### src/source/lcdCommandPkg.sv
package lcdCommandPkg;

  // operations the controller can carry out on request
  typedef enum logic [2:0] {
    opInit,
    opDisplayOff,
    opDisplayOn,
    opRed,
    opGreen,
    opBlue,
    opBlack,
    opWhite
  } opKind;

  // window and memory access
  localparam logic [7:0] cmdColumnAddr = 8'h2A;
  localparam logic [7:0] cmdPageAddr = 8'h2B;
  localparam logic [7:0] cmdMemoryWrite = 8'h2C;

  // power and reset
  localparam logic [7:0] cmdSleepIn = 8'h10;
  localparam logic [7:0] cmdSleepOut = 8'h11;
  localparam logic [7:0] cmdSoftReset = 8'h01;

  // panel setup
  localparam logic [7:0] cmdPixelFormat = 8'h3A;
  localparam logic [7:0] cmdMemoryAccess = 8'h36;
  localparam logic [7:0] cmdDisplayOn = 8'h29;
  localparam logic [7:0] cmdDisplayOff = 8'h28;

  // 16 bits per pixel on both the RGB and MCU side
  localparam logic [7:0] pixelFormat16 = 8'h55;

  // row/column exchange with BGR order
  localparam logic [7:0] memoryAccessOrder = 8'hB8;

  // RGB565 pixel values, sent high byte first
  localparam logic [15:0] colorRed = 16'hF800;
  localparam logic [15:0] colorGreen = 16'h07E0;
  localparam logic [15:0] colorBlue = 16'h001F;
  localparam logic [15:0] colorBlack = 16'h0000;
  localparam logic [15:0] colorWhite = 16'hFFFF;

endpackage

### src/source/lcdBusPkg.sv
package lcdBusPkg;

  // 8080 style parallel bus
  localparam int dataWidth = 8;
  typedef logic [dataWidth-1:0] busByte;

  localparam int coordWidth = 32;

  // what a single step does on the bus
  localparam int stepKindWidth = 2;
  typedef enum logic [stepKindWidth-1:0] {
    stepCmd,
    stepParam,
    stepWait
  } stepKind;

  // init is the longest operation
  localparam int maxSteps = 15;
  localparam int stepIndexWidth = $clog2(maxSteps);

  localparam int waitCountWidth = 16;

  // step table entry: kind, byte, wait length
  localparam int stepWordWidth = stepKindWidth + dataWidth + waitCountWidth;

  // every write strobe uses the same timing
  localparam int strobeLowCycles = 2;
  localparam int strobeHighCycles = 2;
  localparam int setupCycles = 2;

  // panel delays, scaled down from milliseconds
  localparam logic [waitCountWidth-1:0] waitShort = 16'd20;
  localparam logic [waitCountWidth-1:0] waitLong = 16'd60;

endpackage
### src/source/screenController.sv
`timescale 1ns/100ps

module screenController (
  input logic clk,
  input logic rst,
  input logic request,
  input lcdCommandPkg::opKind op,
  input logic [lcdBusPkg::coordWidth-1:0] xBus,
  input logic [lcdBusPkg::coordWidth-1:0] yBus,
  output logic ack,
  output logic csx,
  output logic dcx,
  output logic wrx,
  output lcdBusPkg::busByte data
);

  logic [lcdBusPkg::stepIndexWidth-1:0] stepIndex;
  lcdCommandPkg::opKind curOp;
  logic [lcdBusPkg::coordWidth-1:0] curX;
  logic [lcdBusPkg::coordWidth-1:0] curY;
  lcdBusPkg::stepKind kind;
  lcdBusPkg::busByte stepByte;
  logic [lcdBusPkg::waitCountWidth-1:0] waitCount;
  logic lastStep;
  logic stepStart;
  logic stepDone;
  logic frameActive;

  lcdOpSequencer sequencer (
    .clk(clk),
    .rst(rst),
    .request(request),
    .op(op),
    .xBus(xBus),
    .yBus(yBus),
    .stepIndex(stepIndex),
    .curOp(curOp),
    .curX(curX),
    .curY(curY),
    .lastStep(lastStep),
    .stepDone(stepDone),
    .stepStart(stepStart),
    .frameActive(frameActive),
    .ack(ack)
  );

  lcdStepTable stepTable (
    .curOp(curOp),
    .curX(curX),
    .curY(curY),
    .stepIndex(stepIndex),
    .kind(kind),
    .stepByte(stepByte),
    .waitCount(waitCount),
    .lastStep(lastStep)
  );

  lcdBusWriter busWriter (
    .clk(clk),
    .rst(rst),
    .frameActive(frameActive),
    .stepStart(stepStart),
    .kind(kind),
    .stepByte(stepByte),
    .waitCount(waitCount),
    .stepDone(stepDone),
    .csx(csx),
    .dcx(dcx),
    .wrx(wrx),
    .data(data)
  );

endmodule

### src/source/lcdBusWriter.sv
`timescale 1ns/100ps

module lcdBusWriter (
  input logic clk,
  input logic rst,
  input logic frameActive,
  input logic stepStart,
  input lcdBusPkg::stepKind kind,
  input lcdBusPkg::busByte stepByte,
  input logic [lcdBusPkg::waitCountWidth-1:0] waitCount,
  output logic stepDone,
  output logic csx,
  output logic dcx,
  output logic wrx,
  output lcdBusPkg::busByte data
);

  typedef enum logic [2:0] {
    wOff,
    wSetup,
    wReady,
    wLow,
    wHigh,
    wWait
  } writerState;

  writerState state;
  logic [lcdBusPkg::waitCountWidth-1:0] phaseCount;
  logic pending;
  lcdBusPkg::stepKind kindQ;
  lcdBusPkg::busByte byteQ;
  logic [lcdBusPkg::waitCountWidth-1:0] waitQ;

  // step arrives while the setup delay may still be running
  always_ff @(posedge clk) begin
    if (stepStart) begin
      kindQ <= kind;
      byteQ <= stepByte;
      waitQ <= waitCount;
    end
  end

  always_ff @(posedge clk, posedge rst) begin
    if (rst) begin
      state <= wOff;
      phaseCount <= '0;
      pending <= 1'b0;
      stepDone <= 1'b0;
      csx <= 1'b1;
      dcx <= 1'b1;
      wrx <= 1'b1;
      data <= '0;
    end else begin
      stepDone <= 1'b0;
      if (!frameActive) begin
        state <= wOff;
        pending <= 1'b0;
        csx <= 1'b1;
        dcx <= 1'b1;
        wrx <= 1'b1;
        data <= '0;
      end else begin
        case (state)
          wOff: begin
            csx <= 1'b0;
            phaseCount <= lcdBusPkg::waitCountWidth'(lcdBusPkg::setupCycles - 1);
            state <= wSetup;
          end
          wSetup: begin
            if (phaseCount == '0) state <= wReady;
            else phaseCount <= phaseCount - 1'b1;
          end
          wReady: begin
            if (pending) begin
              pending <= 1'b0;
              if (kindQ == lcdBusPkg::stepWait) begin
                phaseCount <= waitQ - 1'b1;
                state <= wWait;
              end else begin
                // dcx high marks a parameter byte
                dcx <= (kindQ == lcdBusPkg::stepParam);
                data <= byteQ;
                wrx <= 1'b0;
                phaseCount <= lcdBusPkg::waitCountWidth'(lcdBusPkg::strobeLowCycles - 1);
                state <= wLow;
              end
            end
          end
          wLow: begin
            if (phaseCount == '0) begin
              // panel latches data on this rising edge
              wrx <= 1'b1;
              phaseCount <= lcdBusPkg::waitCountWidth'(lcdBusPkg::strobeHighCycles - 1);
              state <= wHigh;
            end else begin
              phaseCount <= phaseCount - 1'b1;
            end
          end
          wHigh, wWait: begin
            if (phaseCount == '0) begin
              stepDone <= 1'b1;
              state <= wReady;
            end else begin
              phaseCount <= phaseCount - 1'b1;
            end
          end
          default: begin
            state <= wOff;
          end
        endcase
        if (stepStart) pending <= 1'b1;
      end
    end
  end

endmodule

### src/source/lcdOpSequencer.sv
`timescale 1ns/100ps

module lcdOpSequencer (
  input logic clk,
  input logic rst,
  input logic request,
  input lcdCommandPkg::opKind op,
  input logic [lcdBusPkg::coordWidth-1:0] xBus,
  input logic [lcdBusPkg::coordWidth-1:0] yBus,
  output logic [lcdBusPkg::stepIndexWidth-1:0] stepIndex,
  output lcdCommandPkg::opKind curOp,
  output logic [lcdBusPkg::coordWidth-1:0] curX,
  output logic [lcdBusPkg::coordWidth-1:0] curY,
  input logic lastStep,
  input logic stepDone,
  output logic stepStart,
  output logic frameActive,
  output logic ack
);

  typedef enum logic [2:0] {
    sIdle,
    sIssue,
    sBusy,
    sClose,
    sAckWait
  } seqState;

  seqState state;

  // one cycle per step, the table answers for the current index
  assign stepStart = (state == sIssue);

  always_ff @(posedge clk, posedge rst) begin
    if (rst) begin
      state <= sIdle;
      stepIndex <= '0;
      frameActive <= 1'b0;
      ack <= 1'b0;
    end else begin
      ack <= 1'b0;
      case (state)
        sIdle: begin
          // requests are only taken here, anything else is dropped
          if (request) begin
            stepIndex <= '0;
            frameActive <= 1'b1;
            state <= sIssue;
          end
        end
        sIssue: begin
          state <= sBusy;
        end
        sBusy: begin
          if (stepDone) begin
            if (lastStep) begin
              frameActive <= 1'b0;
              state <= sClose;
            end else begin
              stepIndex <= stepIndex + 1'b1;
              state <= sIssue;
            end
          end
        end
        sClose: begin
          // writer raises csx during this cycle
          state <= sAckWait;
        end
        sAckWait: begin
          ack <= 1'b1;
          state <= sIdle;
        end
        default: begin
          state <= sIdle;
        end
      endcase
    end
  end

  // operation and coordinates stay fixed for the whole operation
  always_ff @(posedge clk) begin
    if (state == sIdle && request) begin
      curOp <= op;
      curX <= xBus;
      curY <= yBus;
    end
  end

endmodule

### src/source/lcdStepTable.sv
`timescale 1ns/100ps

module lcdStepTable (
  input lcdCommandPkg::opKind curOp,
  input logic [lcdBusPkg::coordWidth-1:0] curX,
  input logic [lcdBusPkg::coordWidth-1:0] curY,
  input logic [lcdBusPkg::stepIndexWidth-1:0] stepIndex,
  output lcdBusPkg::stepKind kind,
  output lcdBusPkg::busByte stepByte,
  output logic [lcdBusPkg::waitCountWidth-1:0] waitCount,
  output logic lastStep
);

  logic [15:0] pixelColor;
  logic [lcdBusPkg::stepWordWidth-1:0] stepWord;
  logic [lcdBusPkg::stepIndexWidth-1:0] lastIndex;

  function automatic logic [lcdBusPkg::stepWordWidth-1:0] cmdStep(input lcdBusPkg::busByte b);
    return {lcdBusPkg::stepCmd, b, {lcdBusPkg::waitCountWidth{1'b0}}};
  endfunction

  function automatic logic [lcdBusPkg::stepWordWidth-1:0] paramStep(input lcdBusPkg::busByte b);
    return {lcdBusPkg::stepParam, b, {lcdBusPkg::waitCountWidth{1'b0}}};
  endfunction

  function automatic logic [lcdBusPkg::stepWordWidth-1:0] waitStep(
    input logic [lcdBusPkg::waitCountWidth-1:0] w
  );
    return {lcdBusPkg::stepWait, {lcdBusPkg::dataWidth{1'b0}}, w};
  endfunction

  always_comb begin
    case (curOp)
      lcdCommandPkg::opRed: pixelColor = lcdCommandPkg::colorRed;
      lcdCommandPkg::opGreen: pixelColor = lcdCommandPkg::colorGreen;
      lcdCommandPkg::opBlue: pixelColor = lcdCommandPkg::colorBlue;
      lcdCommandPkg::opBlack: pixelColor = lcdCommandPkg::colorBlack;
      default: pixelColor = lcdCommandPkg::colorWhite;
    endcase
  end

  always_comb begin
    stepWord = waitStep(lcdBusPkg::waitShort);
    case (curOp)
      lcdCommandPkg::opInit: begin
        lastIndex = 4'd14;
        case (stepIndex)
          // let the supply settle before the first command
          4'd0: stepWord = waitStep(lcdBusPkg::waitShort);
          4'd1: stepWord = cmdStep(lcdCommandPkg::cmdSleepIn);
          4'd2: stepWord = waitStep(lcdBusPkg::waitLong);
          4'd3: stepWord = cmdStep(lcdCommandPkg::cmdSoftReset);
          4'd4: stepWord = waitStep(lcdBusPkg::waitLong);
          4'd5: stepWord = cmdStep(lcdCommandPkg::cmdSleepOut);
          4'd6: stepWord = waitStep(lcdBusPkg::waitLong);
          4'd7: stepWord = cmdStep(lcdCommandPkg::cmdPixelFormat);
          4'd8: stepWord = paramStep(lcdCommandPkg::pixelFormat16);
          4'd9: stepWord = waitStep(lcdBusPkg::waitShort);
          4'd10: stepWord = cmdStep(lcdCommandPkg::cmdMemoryAccess);
          4'd11: stepWord = paramStep(lcdCommandPkg::memoryAccessOrder);
          4'd12: stepWord = waitStep(lcdBusPkg::waitShort);
          4'd13: stepWord = cmdStep(lcdCommandPkg::cmdDisplayOn);
          default: stepWord = waitStep(lcdBusPkg::waitShort);
        endcase
      end
      lcdCommandPkg::opDisplayOff: begin
        lastIndex = 4'd3;
        case (stepIndex)
          4'd0: stepWord = cmdStep(lcdCommandPkg::cmdDisplayOff);
          4'd1: stepWord = waitStep(lcdBusPkg::waitShort);
          4'd2: stepWord = cmdStep(lcdCommandPkg::cmdSleepIn);
          default: stepWord = waitStep(lcdBusPkg::waitLong);
        endcase
      end
      lcdCommandPkg::opDisplayOn: begin
        lastIndex = 4'd3;
        case (stepIndex)
          4'd0: stepWord = cmdStep(lcdCommandPkg::cmdSleepOut);
          4'd1: stepWord = waitStep(lcdBusPkg::waitLong);
          4'd2: stepWord = cmdStep(lcdCommandPkg::cmdDisplayOn);
          default: stepWord = waitStep(lcdBusPkg::waitShort);
        endcase
      end
      default: begin
        // single pixel: column window, page window, then the colour
        lastIndex = 4'd12;
        case (stepIndex)
          4'd0: stepWord = cmdStep(lcdCommandPkg::cmdColumnAddr);
          4'd1: stepWord = paramStep(curX[31:24]);
          4'd2: stepWord = paramStep(curX[23:16]);
          4'd3: stepWord = paramStep(curX[15:8]);
          4'd4: stepWord = paramStep(curX[7:0]);
          4'd5: stepWord = cmdStep(lcdCommandPkg::cmdPageAddr);
          4'd6: stepWord = paramStep(curY[31:24]);
          4'd7: stepWord = paramStep(curY[23:16]);
          4'd8: stepWord = paramStep(curY[15:8]);
          4'd9: stepWord = paramStep(curY[7:0]);
          4'd10: stepWord = cmdStep(lcdCommandPkg::cmdMemoryWrite);
          4'd11: stepWord = paramStep(pixelColor[15:8]);
          4'd12: stepWord = paramStep(pixelColor[7:0]);
          default: stepWord = waitStep(lcdBusPkg::waitShort);
        endcase
      end
    endcase
  end

  assign kind = lcdBusPkg::stepKind'(stepWord[lcdBusPkg::stepWordWidth-1 -:
                                              lcdBusPkg::stepKindWidth]);
  assign stepByte = stepWord[lcdBusPkg::waitCountWidth +: lcdBusPkg::dataWidth];
  assign waitCount = stepWord[lcdBusPkg::waitCountWidth-1:0];
  // an index past the end also counts as last so a stray index cannot hang
  assign lastStep = (stepIndex >= lastIndex);

endmodule

### config.mk
export PLATFORM = sky130hd
export DESIGN_NAME = screenController
export DESIGN_NICKNAME = d
export VERILOG_FILES = /design/src/source/lcdCommandPkg.sv /design/src/source/lcdBusPkg.sv /design/src/source/screenController.sv /design/src/source/lcdBusWriter.sv /design/src/source/lcdOpSequencer.sv /design/src/source/lcdStepTable.sv
export SDC_FILE = /design/constraint.sdc
export NUM_CORES = 1
export LEC_CHECK = 0
export BUFFER_PORTS_ARGS = -buffer_cell sky130_fd_sc_hd__buf_2
export CORE_ASPECT_RATIO = 1.25
export CORE_MARGIN = 4
export CORE_UTILIZATION = 62
export DETAILED_ROUTE_END_ITERATION = 10
export HOLD_SLACK_MARGIN = 0.06
export PLACE_DENSITY = 0.89
export REMOVE_ABC_BUFFERS = 1
export SYNTH_ARGS = -nofsm -noshare
export SYNTH_HDL_FRONTEND = slang
export SYNTH_SLANG_ARGS = --single-unit
### constraint.sdc
create_clock -name clk -period 11.35 [get_ports clk]
set_clock_uncertainty 0.2 [all_clocks]
set_input_delay 0.5675 -clock clk [delete_from_list [all_inputs] [get_ports clk]]
set_output_delay 0.5675 -clock clk [all_outputs]
set_load 0.1 [all_outputs]
==> Word-level counts from Yosys, hierarchy flattened <==
Memory sizes are Yosys's and may differ from the RTL's.
Index checks and enable logic that the tools add are counted.
{ "totals": {"reg_bits": 134, "mem_bits_ro": 224, "inputBits": 70, "out_inout_bits": 12, "elab_cells": 137, "n_memories": 1} }
{ "classes": {"n_addsub": 3, "order_cmp": 1, "n_eq_ne": 45, "mux": 51, "n_reduce_logical": 18} }
{ "memory_table": {"columns": ["memory", "words", "word_bits", "rd", "rd_ports_with_merged_regs", "write_ports", "line", "text"], "rows": [
  ["(no name shown)", 16, 14, 1, 0, 0, "lcdStepTable.sv:47", "case (stepIndex)"]
]} }
{ "ops": {"columns": ["op", "count"], "rows": [
  ["case mux 26 bit (13 select lines)", 1],
  ["case mux 26 bit (3 select lines)", 3],
  ["case mux 16 bit (4 select lines)", 2],
  ["2-to-1 mux 16 bit", 4],
  ["2-to-1 mux 8 bit", 4],
  ["subtractor 16 x 1 -> 16 bit, second input constant", 2],
  ["case mux 3 bit (4 select lines)", 2],
  ["2-to-1 mux 3 bit", 7],
  ["== test 4 bit, second input constant", 5],
  ["2-to-1 mux 1 bit", 20],
  ["== test 3 x 2 -> 1 bit, second input constant", 6],
  ["== test 3 bit, second input constant", 6],
  ["== test 4 x 3 -> 1 bit, second input constant", 4],
  ["logical NOT 16 bit", 1],
  ["case mux 4 bit (2 select lines)", 2],
  ["AND reduction 4 bit", 4],
  ["2-to-1 mux 4 bit", 3],
  ["!= test 2 x 1 -> 1 bit, second input constant", 5],
  ["!= test 2 bit, second input constant", 5],
  ["== test 3 x 1 -> 1 bit, second input constant", 3],
  ["logical NOT 3 bit", 3],
  ["!= test 3 x 2 -> 1 bit, second input constant", 3],
  ["== test 4 x 2 -> 1 bit, second input constant", 2],
  ["!= test 3 x 1 -> 1 bit, second input constant", 2],
  ["16 further kinds", 19]
]} }

==> Depth between registers and ports, before layout <==
Gate-level depths: netlist (run 1).
{ "logic_depth": {"ltp_word": 7, "mapped_depth": 11, "mapped_depth_nobuf": 9} }

==> Hierarchy <==
Synthesis (run 1) repeated with hierarchy kept, for this count alone.
{ "unflattened": {"hier_cells": 595, "hier_area_um2": 6886.6} }
{ "by_module_without_submodules": {"columns": ["mod", "n_inst", "cells_each", "area_each_um2", "seq_area_each_um2"], "rows": [
  ["lcdBusWriter", 1, 280, 2972.9, 1585.3],
  ["lcdOpSequencer", 1, 112, 2516.2, 2237.1],
  ["lcdStepTable", 1, 203, 1397.6, 0.0]
]} }

==> Worst setup path after synthesis (run 1) <==
No wires, ideal clock.
{ "synth_path": {"path_kind": "register to register", "from": "register sequencer.state[2]", "to": "register sequencer.curOp[0], enable pin", "setup_time_ns": 0.493, "arrival_time_ns": 3.644, "setup_slack_ns": 7.013, "stages_incl_launch_ff": 4, "path_cell_list": "dfrtp_1 > or2_2 > clkbuf_1 > nor2_1"} }
{ "synth_via": {"elab_chain_len": 2} }
{ "synth_rtl": {"columns": ["item", "line", "text"], "rows": [
  ["start: declaration", "lcdOpSequencer.sv:29", "seqState state;"],
  ["start signal: assignment", "lcdOpSequencer.sv:36", "state <= sIdle;"],
  ["start signal: assignment", "lcdOpSequencer.sv:48", "state <= sIssue;"],
  ["start signal: assignment", "lcdOpSequencer.sv:52", "state <= sBusy;"],
  ["logical NOT 3 bit", "lcdOpSequencer.sv:82", "if (state == sIdle && request) begin"],
  ["logical AND 1 bit", "lcdOpSequencer.sv:82", null],
  ["end signal: assignment", "lcdOpSequencer.sv:83", "curOp <= op;"],
  ["end: declaration", "lcdOpSequencer.sv:11", "output lcdCommandPkg::opKind curOp,"]
]} }
Every way passes these cells.
A chain may end at the register's enable or synchronous reset.

==> Worst setup path in the final report (run 1) <==
{ "layout_path": {"from": "register sequencer.stepIndex[0] in the netlist's numbering", "to": "register busWriter.byteQ[2] (data pin)"} }
{ "layout_via": {"elab_chain_len": 3, "elab_cells_between_ends": 16, "classes_between": "eq/ne: 12; mux: 2; reduce/logical: 1; memory: 1"} }
{ "layout_rtl": {"columns": ["item", "line", "text"], "rows": [
  ["start: declaration", "lcdOpSequencer.sv:10", "output logic [lcdBusPkg::stepIndexWidth-1:0] stepIndex,"],
  ["start signal: assignment", "lcdOpSequencer.sv:60", "stepIndex <= stepIndex + 1'b1;"],
  ["== test 4 bit (tied with other cells)", "lcdStepTable.sv:87", "case (stepIndex)"],
  ["case mux 26 bit (13 select lines)", "lcdStepTable.sv:87", null],
  ["case mux 26 bit (3 select lines) *", "lcdStepTable.sv:44", "case (curOp)"],
  ["named net busWriter.stepByte[2]", "lcdBusWriter.sv:9", "input lcdBusPkg::busByte stepByte,"],
  ["end signal: assignment", "lcdBusWriter.sv:38", "byteQ <= stepByte;"],
  ["end: declaration", "lcdBusWriter.sv:31", "lcdBusPkg::busByte byteQ;"]
]} }
The timed path passes the listed nets; every way through them passes the cells marked *.

==> flow_summary.yaml, run 1 <==
layout:
  drive_gt1_share_pct: 23.9
  num_antenna_cells: 0
  utilization_pct: 74.8
  fin_cells: 712
  syn_to_final_growth_pct: 17.1
  layout.nets: 663
critical_path:
  worstPathRequired_ns: 11.29
  cp.arrival_ns: 3.47
  critPathCaptureType: "flip-flop"
  r2r_slack_ns: 7.82
  r2r_start: "sequencer.stepIndex[0]$_DFFE_PP0P_"
  worstSetupPathType: "flip-flop to flip-flop"
  startpoint: "sequencer.stepIndex[0]$_DFFE_PP0P_"
  start_kind: "flip-flop"
  reg2reg_to: "busWriter.byteQ[2]$_DFFE_PP_"
  crit_end: "busWriter.byteQ[2]$_DFFE_PP_"
  r2r_cells: 7
  crit_fanout: 26
cts:
  clock_path_buffers: 2
  cts_hold_buf: 0
  post_cts_resized: 0
  clock_latency_ns: 0.40
  cts_root_buf: "clkbuf_16"
  cts_tree: "done"
  cts_max_level: 4
  post_cts_buffers: 0
  cts_sinks: 119
  clk_pin_slew_worst_paths_ns: 0.06
  cts-buffers-inserted: 17
place:
  dp_hpwl_um: 8790
  io_buffers: 81
  gp_congestion: 0.915
  dp_cells: 681
timing:
  fin_crit_sh_pct: 31.1
  post-route-min-period_ns: 3.53
  timing.hold.ws_ns: 0.0998
  finalSetupViolations: 0
  slew_headroom_pct: 32.5
  rsz0062_at_grt: "false"
  slew_violations: 0
  hold_violations: 0
  worst_slew_pin_slew_ns: 0.997
  max_freq_ghz: 0.283
  setup_tns_ns: 0
job:
  cap_violations: 0
global_route:
  grtUsageTotal_pct: 25.0
  grt_util_met3_pct: 5.22
  grt_overflow_total: 0
  grt_start_max_net_pins: 68
  antenna_found_initial: 0
  grt_pass1_vias: 4598
  use_met2_pct: 43.2
  met1_usage_pct: 27.4
  grt_pass1_wl_um: 21300
  grt.busiest_layer: "met2"
logic_synthesis:
  synth_ff_type: "edfxtp_1"
  syn_inst: 501
  async_flop_share_pct: 34.5
  yosys-top-cells-area: "edfxtp_1 40%, dfrtp_1 16%, ha_1 3.4%"
  seq_area_frac_synth_pct: 57.6
  netlist.area_leader.share_pct: 40.0
  synth_area_leader_cell: "edfxtp_1"
  syn_area_per_cell_um2: 11.7
  syn_area_um2: 5860
  ys_ff_latch: 119
  synth_edf_count: 78
  synthDistinctLibCells: 77
  ys_warn_count: 0
pwr:
  p_per_area_nw_per_um2: 226
  p_leak_nw: 2.76
  peakVddDrop_mv: 0.131
  finalPower_mw: 1.55
route:
  drc_errors: 0
  via_per_inst: 6.46
  wl_um: 13000
  ant_nets: 0
  first_pass_iters: 6
  vias: 4603
  routedWlPerCell_um: 18.3
  drt_iter0_drc: 321
floorplanning:
  core_um2: 9170
  initial_core_util_pct: 63.8
  io_pins: 82
  die_w_um: 94.9
  die_area_um2: 11100
  rows: 39
  die-height_um: 117
hold_path:
  hp-class: "input port to async pin"
run_status:
  outcome: "complete, no violations"
-- worst max-delay path: stages, from the launching register on --
cell      delay, ns
dfrtp_1        0.50
inv_1          0.18
ha_1           0.56
mux2i_1        0.35
o22ai_1        0.16
o311ai_1       0.90
o21ai_0        0.22
o41a_1         0.18
-- synth_stat cells (4+ instances only) --
master / count
nand3_1: 22
o211ai_1: 5
inv_1: 17
nand2b_1: 7
a22oi_1: 13
a221o_1: 4
a221oi_1: 10
edfxtp_1: 78
mux2i_1: 11
o311ai_0: 5
o22ai_1: 5
a211oi_1: 6
a32oi_1: 4
a31oi_1: 6
dfrtp_1: 38
nor4_1: 4
o21bai_1: 4
nor2b_1: 5
nand2_1: 28
nor2_1: 33
nor3_1: 12
a21oi_1: 31
clkbuf_1: 21
o21ai_0: 25
a222oi_1: 6
a21o_1: 5
ha_1: 16
-- worst min path at each step --
stage / from / end / slack (ns)
2_1_floorplan: sequencer.state[2]$_DFFE_PP0P_ / sequencer.state[1]$_DFFE_PP0P_ / 0.25
3_3_place_gp: busWriter.csx$_DFFE_PP1P_ / busWriter.csx$_DFFE_PP1P_ / 0.26
3_5_place_dp: busWriter.csx$_DFFE_PP1P_ / busWriter.csx$_DFFE_PP1P_ / 0.26
4_1_cts: rst / busWriter.state[2]$_DFFE_PP0P_ / 0.11
5_1_grt: op[0] / sequencer.curOp[0]$_DFFE_PP_ / 0.12
6_report: rst / sequencer.stepIndex[0]$_DFFE_PP0P_ / 0.1
-- stage by stage --
step	setup WS (ns)	area, um2
6_report	7.82	6860
5_1_grt	7.51	6860
4_1_cts	7.87	6860
3_5_place_dp	7.87	6320
3_3_place_gp	8.10	6320
2_1_floorplan	7.10	5700
-- flip-flops by register name, indices dropped and copies added, names as in the netlist --
register               count
busWriter.byteQ            8
busWriter.csx              1
busWriter.data             8
busWriter.dcx              1
busWriter.kindQ            1
busWriter.pending          1
busWriter.phaseCount      16
busWriter.state            3
busWriter.stepDone         1
busWriter.waitQ            2
busWriter.wrx              1
sequencer.ack              1
sequencer.curOp            3
sequencer.curX            32
sequencer.curY            32
sequencer.frameActive      1
sequencer.state            3
sequencer.stepIndex        4
-- per-layer routing --
metal / wire length [um] / share of wire (%)
met1: 4610 / 35
met2: 6820 / 52
met3: 969 / 7.5
met4: 593 / 4.6
met5: 0 / 0
-- final cells by class --
type	instances	area, um2
well taps	123	154
inverters	20	75.1
fillers	631	2310
clock inverters	13	110
flip-flops and latches	119	3370
clock buffers	18	429
repair buffers	88	458
multi-input cells	331	2260
-- cells by family after synthesis --
logic type      synth area share (%)
xor+xnor                       0.150
simple gates                    12.6
flops                           57.6
mux                             2.46
compound gates                  19.8
buf+inv                         3.93
fa+ha+maj                       3.42
-- placed cells by master (no fill, tap or decap), types with 6 or more instances in the layout --
master and n:
a211oi_1 6, a21oi_1 31, a221oi_1 10, a222oi_1 6, a22oi_1 13, a31oi_1 6
buf_2 81, buf_4 7, clkbuf_16 17, clkinvlp_4 6, dfrtp_1 38, edfxtp_1 78
ha_1 16, inv_1 17, mux2i_1 11, nand2_1 28, nand2b_1 7, nand3_1 22
nor2_1 32, nor3_1 12, o21ai_0 25
-- power breakdown --
group / internal [mW] / total (mW) / switching (mW)
Sequential: 0.598 / 0.686 / 0.0882
Combinational: 0.130 / 0.382 / 0.252
Clock: 0.297 / 0.479 / 0.183
Total: 1.02 / 1.55 / 0.523
Note: power is estimated with default switching activity, not from simulation.
==> run 2, diff against run 1 <==
--- a/config.mk
+++ b/config.mk
@@ -5,13 +5,14 @@
 export SDC_FILE = /design/constraint.sdc
 export NUM_CORES = 1
 export LEC_CHECK = 0
+export ABC_AREA = 1
 export BUFFER_PORTS_ARGS = -buffer_cell sky130_fd_sc_hd__buf_2
 export CORE_ASPECT_RATIO = 1.25
 export CORE_MARGIN = 4
-export CORE_UTILIZATION = 62
+export CORE_UTILIZATION = 52
 export DETAILED_ROUTE_END_ITERATION = 10
 export HOLD_SLACK_MARGIN = 0.06
-export PLACE_DENSITY = 0.89
+export PLACE_DENSITY = 0.8
 export REMOVE_ABC_BUFFERS = 1
 export SYNTH_ARGS = -nofsm -noshare
 export SYNTH_HDL_FRONTEND = slang
==> constraint.sdc (replaced) <==
create_clock -name clk -period 2.9 [get_ports clk]
set_clock_uncertainty 0.2 [all_clocks]
set_input_delay 0.145 -clock clk [delete_from_list [all_inputs] [get_ports clk]]
set_output_delay 0.145 -clock clk [all_outputs]
set_load 0.1 [all_outputs]
==> flow_summary.yaml, run 2 <==
logic_synthesis:
  syn_area_per_cell_um2: 8.98
  synth_ff_type: "edfxtp_1"
  synthDistinctLibCells: 40
  netlist.area_leader.share_pct: 39.8
  synth_area_leader_cell: "edfxtp_1"
  synth_common_cells: "226 x nand2_1, 78 x edfxtp_1, 74 x inv_1, 54 x nor2_1, 48 x nand3_1"
  seq_area_frac_synth_pct: 57.3
  ys_warn_count: 0
  syn_area_um2: 5880
  yosysMostFrequentCell: "nand2_1"
  syn_inst: 655
  yosys-top-cells-area: "edfxtp_1 40%, dfrtp_1 16%, nand2_1 14%"
  synth_edf_count: 78
  async_flop_share_pct: 34.5
  ys_ff_latch: 119
layout:
  layout.nets: 908
  nFillCells: 792
  final_common_cell: "nand2_1"
  reg_top3: "sequencer.curX: 32 flops, sequencer.curY: 32 flops, busWriter.phaseCount: 16 flops"
  seq_area_um2: 3370
  syn_to_final_growth_pct: 30.9
  multi_input_area_um2: 2170
  drive_gt1_share_pct: 16.9
  mostFrequentLayoutCells: "226 x nand2_1, 81 x buf_2, 78 x edfxtp_1"
  num_antenna_cells: 0
timing:
  max_freq_ghz: 0.398
  setup_ws_ns: 0.390
  slew_headroom_pct: 52.2
  setup_tns_ns: 0
  post-route-min-period_ns: 2.51
  fin_crit_sh_pct: 86.6
  hold_violations: 0
  worst_slew_pin_slew_ns: 0.714
  finalSetupViolations: 0
  rsz0062_at_grt: "false"
  slew_violations: 0
hold_path:
  hp-class: "input port to async pin"
pwr:
  peakVddDrop_mv: 0.603
  p_leak_nw: 3.57
  p_per_area_nw_per_um2: 509
route:
  drc_errors: 0
  vias: 5254
  first_pass_iters: 5
  ant_nets: 0
  drt_iter0_drc: 457
  via_per_inst: 5.42
  routedWlPerCell_um: 16.9
  wl_um: 16400
global_route:
  grtUsageTotal_pct: 26.7
  grt_overflow_total: 0
  grt_start_max_net_pins: 57
  grt_pass1_wl_um: 26600
  grt_pass1_vias: 5468
  antenna_found_initial: 0
cts:
  post_cts_resized: 0
  cts_root_buf: "clkbuf_16"
  post_cts_buffers: 0
  cts_tree: "done"
  cts_max_level: 4
  clock_latency_ns: 0.42
  cts-buffers-inserted: 17
  cts_sinks: 119
  clock_path_buffers: 2
  clk_pin_slew_worst_paths_ns: 0.06
critical_path:
  r2r_cells: 10
  r2r_slack_ns: 0.39
  critPathCaptureType: "flip-flop"
  reg2reg_to: "busWriter.byteQ[2]$_DFFE_PP_"
  start_kind: "flip-flop"
  r2r_start: "sequencer.stepIndex[0]$_DFFE_PP0P_"
  crit_fanout: 10
  worstSetupPathType: "flip-flop to flip-flop"
  worstPathRequired_ns: 2.95
  cp.arrival_ns: 2.56
floorplanning:
  io_pins: 82
  rows: 43
  die_w_um: 103
  core_um2: 11100
  die-height_um: 127
  die_area_um2: 13100
  initial_core_util_pct: 53.1
run_status:
  outcome: "complete, no violations"
place:
  dp_hpwl_um: 9980
  gp_congestion: 0.968
  pre_cts_slack_ns: 0.494
  io_buffers: 81
job:
  cap_violations: 0
run 2: cell count changes in the layout (fill, tap and decap cells not counted), sizes merged, moves of 13 or more:
cell / previous run / this run
a21oi: 32 / 12
a22oi: 13 / 0
dlygate4sd3: 0 / 69
inv: 18 / 83
nand2: 28 / 230
nand3: 22 / 54
nor2: 33 / 60
o21ai: 25 / 42
run 2: report_power, final:
part	switching, mW	leakage (nW)	internal [mW]	total [mW]
Clock	0.861	0.256	1.11	1.97
Sequential	0	1.25	1.81	1.81
Combinational	0.0460	2.07	0.0941	0.140
Total	0.907	3.57	3.01	3.92
run 2: metal layers:
| layer | GRT usage [%] | up-vias | routed length, um |
|---|---|---|---|
| met5 | 0 | - | 0 |
| met4 | 12.9 | 0 | 709 |
| met3 | 6.44 | 60 | 1160 |
| met2 | 47.9 | 266 | 8840 |
| met1 | 28.6 | 2443 | 5680 |
| li1 | - | 2485 | - |
run 2: how the worst max path moves through the flow:
stage / cells past startpoint / startpoint / slack, ns / end
after CTS: 9 / sequencer.stepIndex[0]$_DFFE_PP0P_ / 0.49 / busWriter.byteQ[7]$_DFFE_PP_
after detailed placement: 9 / sequencer.stepIndex[0]$_DFFE_PP0P_ / 0.49 / busWriter.byteQ[7]$_DFFE_PP_
after global routing: 10 / sequencer.stepIndex[0]$_DFFE_PP0P_ / 0.17 / busWriter.byteQ[2]$_DFFE_PP_
final: 10 / sequencer.stepIndex[0]$_DFFE_PP0P_ / 0.39 / busWriter.byteQ[2]$_DFFE_PP_
after floorplan: 6 / sequencer.state[2]$_DFFE_PP0P_ / 0.08 / sequencer.curOp[0]$_DFFE_PP_
after global placement: 9 / sequencer.stepIndex[0]$_DFFE_PP0P_ / 0.56 / busWriter.byteQ[7]$_DFFE_PP_
run 2: logic make-up (layout without fill, tap and decap cells):
group,count (synthesis),count (layout),share of synthesized area (%)
compound gates,68,68,6.59
xor+xnor,6,6,0.893
fa+ha+maj,16,16,3.40
buf+inv,85,265,5.83
flops,119,119,57.3
simple gates,361,361,26.0
run 2: per-stage QoR:
stage	total power, mW	cell area (um2)	std cells	hold slack (ns)	util, %
2_1_floorplan	1.85	5830	647	0.0439	-
3_3_place_gp	1.90	6460	869	0.0989	58.3
3_5_place_dp	1.90	6460	869	0.111	58.3
4_1_cts	3.90	7700	970	0.213	69.5
5_1_grt	4.03	7700	970	0.235	69.5
6_report	3.92	7700	970	0.206	69.5
run 2: what timing repair did:
action	CTS	global route
hold endpoints to repair	112	0
hold buffers	69	0
endpoints found under the setup margin	0	0
run 2: cell type report:
type | count | area share (%)
Inverter | 77 | 3.75
Clock buffer | 17 | 5.53
Multi-Input combinational cell | 451 | 28.2
Timing Repair Buffer | 156 | 15.0
Sequential cell | 119 | 43.8
Clock inverter | 15 | 1.58
Tap cell | 135 | 2.19
run 2: worst max-delay path: stages (launching register included):
cell and delay, ns:
dfrtp_1 0.49, inv_1 0.17, ha_1 0.22, inv_1 0.09
nor2_1 0.57, nand2_1 0.14, o21ai_0 0.11, nor2_1 0.09
nand3_1 0.09, nand2_1 0.05, o21ai_0 0.10
